### config.mk
export PLATFORM = sky130hd
export DESIGN_NAME = ahb_apb_bridge
export DESIGN_NICKNAME = d
export VERILOG_FILES = /design/src/hw/ahb_apb_pkg.sv /design/src/hw/ahb_request_capture.sv /design/src/hw/apb_transfer_fsm.sv /design/src/hw/ahb_apb_bridge.sv
export SDC_FILE = /design/constraint.sdc
export NUM_CORES = 1
export LEC_CHECK = 0
export BUFFER_PORTS_ARGS = -buffer_cell sky130_fd_sc_hd__buf_2
export CORE_MARGIN = 8
export CORE_UTILIZATION = 35
export CTS_BUF_LIST = sky130_fd_sc_hd__clkbuf_2 sky130_fd_sc_hd__clkbuf_4 sky130_fd_sc_hd__clkbuf_8
export CTS_CLUSTER_DIAMETER = 150
export CTS_CLUSTER_SIZE = 20
export DETAILED_ROUTE_END_ITERATION = 12
export PLACE_DENSITY = 0.71
export SLEW_MARGIN = 15
export SYNTH_ARGS = -nofsm -noshare
export SYNTH_HDL_FRONTEND = slang
export SYNTH_SLANG_ARGS = --single-unit
export TNS_END_PERCENT = 50
### constraint.sdc
create_clock -name HCLK -period 2.5 [get_ports HCLK]
set_input_delay 0.125 -clock HCLK [delete_from_list [all_inputs] [get_ports HCLK]]
set_output_delay 0.125 -clock HCLK [all_outputs]
set_load 0.005 [all_outputs]
### src/hw/ahb_apb_pkg.sv
`default_nettype none

package ahb_apb_pkg;

  // --------------------
  // Widths
  // --------------------
  localparam int ADDR_W = 16;  // 64 KB APB address space
  localparam int DATA_W = 32;  // Single word data path

  // AHB HSIZE codes handled by the strobe decode
  localparam logic [2:0] HSIZE_BYTE = 3'b000;
  localparam logic [2:0] HSIZE_HALF = 3'b001;

  // --------------------
  // Bridge FSM encoding
  // --------------------
  typedef enum logic [2:0] {
    ST_IDLE      = 3'b000,  // No transfer, ready for a new one
    ST_APB_WAIT  = 3'b001,  // Accepted on AHB, pclken not seen yet
    ST_APB_TRNF  = 3'b010,  // APB setup phase
    ST_APB_TRNF2 = 3'b011,  // APB access phase, waits for pready
    ST_APB_ENDOK = 3'b100,  // OKAY end cycle, read data is valid
    ST_APB_ERR1  = 3'b101,  // First error cycle, hreadyout low
    ST_APB_ERR2  = 3'b110   // Second error cycle, hreadyout high
  } bridge_state_t;

  localparam logic [2:0] ST_CODE_ILLEGAL = 3'b111;  // Never reached

  // --------------------
  // Port groups
  // --------------------
  // Manager side inputs of the AHB-Lite subordinate port
  typedef struct packed {
    logic              hsel;
    logic [ADDR_W-1:0] haddr;
    logic [1:0]        htrans;  // Bit 1 marks NONSEQ or SEQ
    logic [2:0]        hsize;
    logic [3:0]        hprot;
    logic              hwrite;
    logic              hready;  // Previous data phase has ended
  } ahb_req_t;

  // Subordinate side outputs back to the manager
  typedef struct packed {
    logic              hreadyout;
    logic [DATA_W-1:0] hrdata;
    logic              hresp;   // 1 = ERROR
  } ahb_rsp_t;

  // Request as held for the APB completer
  typedef struct packed {
    logic [ADDR_W-1:0] paddr;   // Low two bits always zero
    logic              pwrite;
    logic [3:0]        pstrb;   // Zero on reads
    logic [2:0]        pprot;
  } apb_req_t;

  // Completer response
  typedef struct packed {
    logic [DATA_W-1:0] prdata;
    logic              pready;
    logic              pslverr;
  } apb_rsp_t;

endpackage

`default_nettype wire

### src/hw/ahb_request_capture.sv
`timescale 1ns/1ps
`default_nettype none

module ahb_request_capture (
  input  wire                        HCLK,
  input  wire                        HRESETn,
  input  wire ahb_apb_pkg::ahb_req_t ahb_req,      // AHB address phase
  output ahb_apb_pkg::apb_req_t      apb_req,      // Held APB request
  output logic                       req_start,    // Transfer accepted this cycle
  output logic                       req_pending,  // Transfer seen, maybe not accepted
  output logic                       req_write     // Direction of the current phase
);

  import ahb_apb_pkg::*;

  logic [3:0] pstrb_nxt;  // Strobes for the address phase on the bus
  logic [2:0] pprot_nxt;  // APB protection from HPROT
  logic [1:0] lane;       // Byte lane within the word

  // --------------------
  // Select decode
  // --------------------
  assign req_pending = ahb_req.hsel & ahb_req.htrans[1];  // NONSEQ or SEQ
  assign req_start   = req_pending & ahb_req.hready;      // Accept needs hready
  assign req_write   = ahb_req.hwrite;

  assign lane = ahb_req.haddr[1:0];

  // --------------------
  // Byte strobes
  // --------------------
  // Only writes drive strobes, reads leave all lanes off
  always_comb
  begin
    pstrb_nxt = 4'b0000;
    if (ahb_req.hwrite)
    begin
      case (ahb_req.hsize)
        HSIZE_BYTE:
        begin
          pstrb_nxt[lane] = 1'b1;  // One lane from addr[1:0]
        end
        HSIZE_HALF:
        begin
          if (lane[1])
            pstrb_nxt = 4'b1100;   // Upper halfword
          else
            pstrb_nxt = 4'b0011;   // Lower halfword
        end
        default:
        begin
          pstrb_nxt = 4'b1111;     // Word, all lanes
        end
      endcase
    end
  end

  // Protection mapping
  // [0] privileged, [1] secure (always 0 here), [2] instruction
  assign pprot_nxt = {~ahb_req.hprot[0], 1'b0, ahb_req.hprot[1]};

  // --------------------
  // Request register
  // --------------------
  // Loaded at the accept edge, held for the whole APB transfer
  always_ff @(posedge HCLK or negedge HRESETn)
  begin
    if (!HRESETn)
    begin
      apb_req <= '0;
    end
    else if (req_start)
    begin
      apb_req.paddr  <= {ahb_req.haddr[ADDR_W-1:2], 2'b00};  // Word aligned
      apb_req.pwrite <= ahb_req.hwrite;
      apb_req.pstrb  <= pstrb_nxt;
      apb_req.pprot  <= pprot_nxt;
    end
  end

  // Held read requests never carry strobes
  a_read_no_strobe : assert property (@(posedge HCLK) disable iff (!HRESETn)
    !apb_req.pwrite |-> (apb_req.pstrb == 4'b0000));

endmodule

`default_nettype wire

### src/hw/apb_transfer_fsm.sv
`timescale 1ns/1ps
`default_nettype none

module apb_transfer_fsm (
  input  wire                        HCLK,
  input  wire                        HRESETn,
  input  wire                        req_start,    // AHB accept
  input  wire                        req_pending,  // Select seen, used for apbactive
  input  wire                        req_write,    // hwrite at accept
  input  wire                        pclken,       // APB clock enable
  input  wire ahb_apb_pkg::apb_rsp_t apb_rsp,      // From APB completer
  output ahb_apb_pkg::ahb_rsp_t      ahb_rsp,      // To AHB manager
  output logic                       psel,
  output logic                       penable,
  output logic                       apbactive     // Clock gating hint
);

  import ahb_apb_pkg::*;

  bridge_state_t     state_q;       // Current state
  bridge_state_t     state_d;       // Next state
  bridge_state_t     accept_state;  // Next state out of an accepting state
  logic              apb_done;      // Access phase completes this cycle
  logic              rdata_en;      // Load read data register
  logic              wr_q;          // Direction of the transfer in flight
  logic [DATA_W-1:0] rdata_q;       // Registered PRDATA

  // --------------------
  // Next state
  // --------------------
  // IDLE, ENDOK and ERR2 all take a new transfer the same way
  always_comb
  begin
    if (req_start && pclken)
      accept_state = ST_APB_TRNF;  // Setup phase next cycle
    else if (req_start)
      accept_state = ST_APB_WAIT;  // Hold until pclken
    else
      accept_state = ST_IDLE;
  end

  assign apb_done = (state_q == ST_APB_TRNF2) & pclken & apb_rsp.pready;

  always_comb
  begin
    state_d = state_q;
    case (state_q)
      ST_IDLE:
      begin
        state_d = accept_state;
      end
      ST_APB_WAIT:
      begin
        if (pclken)
          state_d = ST_APB_TRNF;
      end
      ST_APB_TRNF:
      begin
        if (pclken)
          state_d = ST_APB_TRNF2;  // Into access phase
      end
      ST_APB_TRNF2:
      begin
        if (apb_done && apb_rsp.pslverr)
          state_d = ST_APB_ERR1;   // Two cycle ERROR response
        else if (apb_done)
          state_d = ST_APB_ENDOK;
        // Otherwise completer is stalling, stay here
      end
      ST_APB_ENDOK:
      begin
        state_d = accept_state;    // Back to back allowed
      end
      ST_APB_ERR1:
      begin
        state_d = ST_APB_ERR2;
      end
      ST_APB_ERR2:
      begin
        state_d = accept_state;
      end
      default:
      begin
        state_d = ST_IDLE;         // Recover from the unused code
      end
    endcase
  end

  always_ff @(posedge HCLK or negedge HRESETn)
  begin
    if (!HRESETn)
      state_q <= ST_IDLE;
    else
      state_q <= state_d;
  end

  // --------------------
  // Direction and read data
  // --------------------
  always_ff @(posedge HCLK or negedge HRESETn)
  begin
    if (!HRESETn)
      wr_q <= 1'b0;
    else if (req_start)
      wr_q <= req_write;
  end

  // Only an OKAY read loads the register, writes keep the old value
  assign rdata_en = apb_done & ~apb_rsp.pslverr & ~wr_q;

  always_ff @(posedge HCLK or negedge HRESETn)
  begin
    if (!HRESETn)
      rdata_q <= '0;
    else if (rdata_en)
      rdata_q <= apb_rsp.prdata;
  end

  // --------------------
  // Outputs
  // --------------------
  assign psel      = (state_q == ST_APB_TRNF) | (state_q == ST_APB_TRNF2);
  assign penable   = (state_q == ST_APB_TRNF2);
  assign apbactive = req_pending | (state_q != ST_IDLE);

  always_comb
  begin
    case (state_q)
      ST_IDLE:      ahb_rsp.hreadyout = 1'b1;  // Idle
      ST_APB_ENDOK: ahb_rsp.hreadyout = 1'b1;  // OKAY end, data phase done
      ST_APB_ERR2:  ahb_rsp.hreadyout = 1'b1;  // Last error cycle
      default:      ahb_rsp.hreadyout = 1'b0;  // Waiting, APB phases, ERR1
    endcase
    ahb_rsp.hresp  = (state_q == ST_APB_ERR1) | (state_q == ST_APB_ERR2);
    ahb_rsp.hrdata = rdata_q;
  end

  // --------------------
  // Assertions
  // --------------------
  a_state_legal : assert property (@(posedge HCLK) disable iff (!HRESETn)
    state_q != bridge_state_t'(ST_CODE_ILLEGAL));

  a_penable_psel : assert property (@(posedge HCLK) disable iff (!HRESETn)
    penable |-> psel);

  // ERROR is always the full two cycle sequence
  a_error_two_cycle : assert property (@(posedge HCLK) disable iff (!HRESETn)
    (ahb_rsp.hresp && !ahb_rsp.hreadyout) |=> (ahb_rsp.hresp && ahb_rsp.hreadyout));

  // A completed write leaves hrdata untouched
  a_write_keeps_rdata : assert property (@(posedge HCLK) disable iff (!HRESETn)
    ((state_q == ST_APB_ENDOK) && wr_q) |-> $stable(ahb_rsp.hrdata));

endmodule

`default_nettype wire

### src/hw/ahb_apb_bridge.sv
`timescale 1ns/1ps
`default_nettype none

module ahb_apb_bridge (
  input  wire                               HCLK,
  input  wire                               HRESETn,
  input  wire                               pclken,     // APB rate enable
  input  wire ahb_apb_pkg::ahb_req_t        ahb_req,
  input  wire [ahb_apb_pkg::DATA_W-1:0]     hwdata,
  input  wire ahb_apb_pkg::apb_rsp_t        apb_rsp,
  output wire ahb_apb_pkg::ahb_rsp_t        ahb_rsp,
  output wire ahb_apb_pkg::apb_req_t        apb_req,
  output wire                               psel,
  output wire                               penable,
  output wire [ahb_apb_pkg::DATA_W-1:0]     pwdata,
  output wire                               apbactive
);

  wire req_start;    // Accept pulse from capture
  wire req_pending;  // Select seen on AHB
  wire req_write;    // Direction at accept

  // --------------------
  // Address phase capture
  // --------------------
  ahb_request_capture u_capture (
    .HCLK        (HCLK),
    .HRESETn     (HRESETn),
    .ahb_req     (ahb_req),
    .apb_req     (apb_req),
    .req_start   (req_start),
    .req_pending (req_pending),
    .req_write   (req_write)
  );

  // --------------------
  // APB sequencing
  // --------------------
  apb_transfer_fsm u_fsm (
    .HCLK        (HCLK),
    .HRESETn     (HRESETn),
    .req_start   (req_start),
    .req_pending (req_pending),
    .req_write   (req_write),
    .pclken      (pclken),
    .apb_rsp     (apb_rsp),
    .ahb_rsp     (ahb_rsp),
    .psel        (psel),
    .penable     (penable),
    .apbactive   (apbactive)
  );

  // HWDATA is valid for the whole APB transfer since hreadyout stays low
  assign pwdata = hwdata;

  // Request held steady once the completer sees psel
  a_req_stable : assert property (@(posedge HCLK) disable iff (!HRESETn)
    (psel && $past(psel)) |-> $stable(apb_req));

  // An accepted transfer always stalls the next AHB cycle
  a_accept_stall : assert property (@(posedge HCLK) disable iff (!HRESETn)
    req_start |=> !ahb_rsp.hreadyout);

endmodule

`default_nettype wire

Word-level counts from Yosys, hierarchy flattened
Cells that the tools add are included.

cells by class
  shift operators = 0
  multiply operators = 0
  equality and inequality tests = 10
  order comparisons = 2
  add/sub/neg operators = 0
  bitwise logic cells = 12
  reduce and logical (&&, ||, !) cells = 8
  mux-type cells = 13
  divide/modulo/power cells = 0

operator list
  kind                  count
  $pmux W3 S5           1
  $mux W3               4
  $eq A3 B3 Y1 const B  3
  $mux W4               2
  $pmux W4 S2           1
  $and A1 B1 Y1         6
  $eq A3 B1 Y1 const B  2
  $eq A3 B2 Y1 const B  2
  $logic_not A3 Y1      2
  $ne A2 B2 Y1 const B  2
  $logic_and A1 B1 Y1   3
  $lt A2 B3 Y1 const B  1
  $mux W1               3
  $ne A3 B1 Y1 const B  1
  $not A1 Y1            3
  $or A1 B1 Y1          3
  $reduce_and A3 Y1     1
  $reduce_bool A3 Y1    1
  $reduce_or A3 Y1      1
  $demux W1 S2          1
  $ge A2 B1 Y1 const B  1
  $mux W2               1

storage, ports and cells
  ROM bits = 0
  logic and storage cells = 51
  flip-flop bits (word level) = 56
  input port bits = 97
  output and inout port bits = 93
  bits in writable memories = 0
  memories kept = 0
  bits in latches = 0

Depth between registers and ports, before layout
  word-level depth = 6
  gate-level depth with buffers = 5

Modules after synthesis
Synthesis repeated with hierarchy kept, for this count alone.

second synthesis, totals
  cell total of the unflattened synthesis = 228
  area, all modules = 2718.9 sq um

by module, submodules not included
  module               cells each  area an instance (sq um)  times used  seq. area each (sq um)
  apb_transfer_fsm     103         1599.0                    1           900.9
  ahb_request_capture  93          879.6                     1           525.5
  ahb_apb_bridge       32          240.2                     1           0.0

Worst setup path after synthesis
No wires, ideal clock.

  path type = register to register
  start point = register u_fsm.state_q[1]
  end point = register u_fsm.rdata_q[0]
  arrival = 1255 ps
  path slack = 1120 ps
  required time = 2375 ps
  library setup time = 125 ps
  cell stages (with the launch flop) = 6
  buffers on the path = 2
  cell sequence = dfrtp_1 nor2b_1 buf_4 nand3_4 buf_6 mux2_4

on the way
  cells in the longest elaborated chain, start to end = 5

ends and longest elaborated chain
  element                     RTL line                 RTL
  from (decl)                 apb_transfer_fsm.sv:20   bridge_state_t state_q;
  from (signal assigned)      apb_transfer_fsm.sv:94   state_q <= state_d;
  $eq A3 B2 Y1                apb_transfer_fsm.sv:42   assign apb_done = (state_q == ST_APB_TRNF2) & pclken & apb_rsp.pready;
  $and A1 B1 Y1 (2 in a row)  apb_transfer_fsm.sv:42
  $and A1 B1 Y1 (2 in a row)  apb_transfer_fsm.sv:109  assign rdata_en = apb_done & ~apb_rsp.pslverr & ~wr_q;
  to (signal assigned)        apb_transfer_fsm.sv:116  rdata_q <= apb_rsp.prdata;
  to (decl)                   apb_transfer_fsm.sv:26   logic [DATA_W-1:0] rdata_q;

Every way passes these cells.
A chain may end at the register's enable or synchronous reset.

Worst setup path after layout
  start point = register u_fsm.state_q[1]
  end point = register u_fsm.rdata_q[15]

The elaborated chain is that of the path after synthesis.

==> impl_metrics.yaml <==
run_status:
  run_status: "finished clean"
synth:
  seq_area_frac_synth: 0.531
  synth_area_per_cell_um2: 12.0
  yosys_warnings: 0
  ys_types: 28
  netlist_area_mm2: 0.00264
  postSynthRegisterBits: 56
  synthesized_instance_count: 219
  netlist_top_cells_area: "dfrtp_1, mux2_4, buf_4"
  fraction_of_synthesized_cell_area_taken_by_the_top_area_cell_type: 0.531
  synth_top_area_cell: "dfrtp_1"
timing:
  setup_ws_ns: 0.681
  timing.slew.headroom: 0.539
  grt_setup_unrepaired: "no"
  final_worst_clock_skew_ns: 0.00769
  tightestPinTransition_ns: 0.692
  minimum_clock_period_after_layout_ns: 1.82
  finalCritPeriodShare: 0.728
  hold_slack_ns: 0.0127
  report.final.slew_viol_count: 0
  setup_total_negative_slack_ns: 0
  final-setup-viol-count: 0
  finalHoldViolCount: 0
  fmax_mhz: 550
power:
  power_frac_seq: 0.480
  p_sw_uw: 893
  irDropWorstVdd_mv: 0.253
  power.switching_fraction: 0.296
  combPwrFrac: 0.363
  finalPower_mw: 3.02
  power.density_cell_area_mw_per_mm2: 944
  clock_power_share: 0.156
  leakage_nw: 1.81
  internal_power_mw: 2.12
floorplan:
  initial_utilization: 0.362
  die_area_mm2: 0.0106
  io_pins: 190
  die_height_um: 103
  core_region_area_mm2: 0.00729
  die-width_um: 103
  placementRows: 31
grt:
  track_usage: 0.117
  number_of_global_route_vias_before_repair: 2090
  global_route.overflow_total: 0
  grt_antenna_before_repair: 0
  grt_pass1_wl_um: 9840
  grt_start_max_net_pins: 57
cells_and_area:
  insertedDiodeCount: 0
  layout_common_cells: "buf_2, dfrtp_1, nand2_1"
  layout-drive-gt1-share: 0.531
  area_growth_syn_to_layout_pct: 21.1
  most_frequent_standard_cell_in_the_layout_excluding_fill_and_tap_cells: "buf_2"
  fin_area_mm2: 0.00320
  num-nets-final: 408
  footprint_of_the_multi_input_gates_um2: 906
  fill_cells: 701
  final-seq-area_mm2: 0.00140
setup_path:
  regToRegStartpoint: "u_fsm.state_q[1]"
  timing.critical_path.cells: "nor2b_1, nand3_4, buf_4, mux2_4"
  slowest_delay_ns: 0.54
  crit_path_start_kind: "register"
  critical_path_data_required_time_ns: 2.69
  rr_endpoint: "u_fsm.rdata_q[15]"
  critical_path_peak_fanout: 19
  end_kind: "register"
  crit_path_end: "u_fsm.rdata_q[15]"
  reg2reg_setup_slack_ns: 0.68
  crit_path_start: "u_fsm.state_q[1]"
  worst-r2r-cell-count: 4
  timing.critical_path.arrival_ns: 2.01
  crit_path_top_delay_cell: "nor2b_1"
  setup.worst_path.class: "reg2reg"
route:
  detail_route.first_pass.iterations: 4
  remaining_number_of_nets_flagged_by_the_antenna_check_after_routing: 0
  residual_drc_count: 0
  drt_iter0_markers: 32
  avgViaCountPerCell: 4.50
  vias: 1845
  routed_wirelength_um: 6290
  route.detailed.wl_per_inst_um: 15.3
place:
  preCtsSetupSlack_ns: 0.696
  hpwlAfterDp_um: 4810
  place.gp.congestion: 0.729
  detailed_place.area_mm2: 0.00306
  number_of_buffers_inserted_by_port_buffering: 119
clock_tree:
  postCtsSetupRepairBufs: 0
  cts_tree: "done"
  clk_latency_ns: 0.30
  h-tree-depth: 2
  clock_path_buffers: 2
  tritoncts.num_buffers: 5
  clock_sink_count: 56
  postCtsResizedCells: 0
  root_buffer: "clkbuf_8"
  clk_pin_slew_ns: 0.09
min_path:
  hold_path_class: "in2reg"
  timing.hold.worst.start: "ahb_req[25]"
run:
  maxCapViolCount: 0
==> timing repair <==
| action | CTS | global route |
|---|---|---|
| endpoints found under the hold margin | 59 | 1 |
| setup endpoints to repair | 0 | 0 |
| hold buffers | 4 | 1 |
==> layout make-up <==
type,count,share of cell area
multi-input combinational,118,0.283
inverter,2,0.00235
clock inverter,1,0.00157
clock buffer,6,0.0239
timing repair buffer,128,0.211
sequential,56,0.439
tap,99,0.0388
==> worst min path at each step <==
| stage | end | slack (ns) | depth (start not counted) |
|---|---|---|---|
| after floorplan | u_capture.apb_req[0] | -0.17 | 0 |
| after global placement | pwdata[1] | 0.25 | 0 |
| after detailed placement | pwdata[1] | 0.25 | 0 |
| after CTS | u_capture.apb_req[20] | 0.001 | 3 |
| after global routing | u_capture.apb_req[14] | 0.002 | 3 |
| final | u_capture.apb_req[22] | 0.01 | 3 |
==> sequential cells by signal, indices dropped and copies added, names as in the netlist <==
register	flops
u_capture.apb_req	20
u_fsm.rdata_q	32
u_fsm.state_q	3
u_fsm.wr_q	1
==> kinds of logic (layout without fill, tap and decap cells) <==
family          Yosys count  after routing  share of synthesized area
compound gates           16             16                     0.0413
xor+xnor                  1              1                    0.00332
buf+inv                  47            137                      0.128
flops                    56             56                      0.531
mux                      33             33                      0.183
other cells               1              3                    0.00142
simple gates             65             65                      0.111
==> power by group through the flow <==
| stage | clock network (mW) | logic [mW] | registers [mW] |
|---|---|---|---|
| global placement | 0 | 1.09 | 1.43 |
| global route | 0.537 | 1.21 | 1.50 |
| finish | 0.472 | 1.10 | 1.45 |
| detailed placement | 0 | 1.11 | 1.46 |
| floorplan | 0 | 0.638 | 1.45 |
| CTS | 0.499 | 1.12 | 1.45 |
==> routing by layer <==
metal | wire length, um | vias to the layer above | part of all wire | global-route usage
li1 | - | 860 | - | -
met1 | 2360 | 878 | 0.38 | 0.126
met2 | 3020 | 91 | 0.48 | 0.200
met3 | 793 | 16 | 0.13 | 0.0520
met4 | 113 | 0 | 0.018 | 0.0400
met5 | 0 | - | 0 | 0
==> critical path: cells and delay by family (launching register included) <==
family	cells	cell delay, ns
flip-flops	1	0.45
AND/OR/NAND/NOR	2	0.66
multiplexers	1	0.33
buffers and inverters	1	0.27
==> synth_stat cells <==
cell type	n
inv_1	2
buf_4	37
a21oi_1	2
or4_1	1
buf_2	1
nand3_4	1
or3_1	1
dfrtp_1	56
buf_6	3
a21o_1	1
nand3_1	2
clkbuf_1	4
mux2_4	30
and4bb_2	1
and2_1	3
o31ai_1	1
conb_1	1
a22o_1	4
o21ai_0	6
a2111o_1	1
o211ai_1	1
nor2_1	4
xor2_1	1
mux2_2	3
nor2b_1	2
and3_1	1
nand2b_1	1
nand2_1	48
==> per-stage QoR <==
stage	instances	utilization
after floorplan	221	-
after global placement	398	0.420
after detailed placement	398	0.420
after CTS	409	0.437
after global routing	410	0.438
final	410	0.438
(Power assumes the default switching activity.)
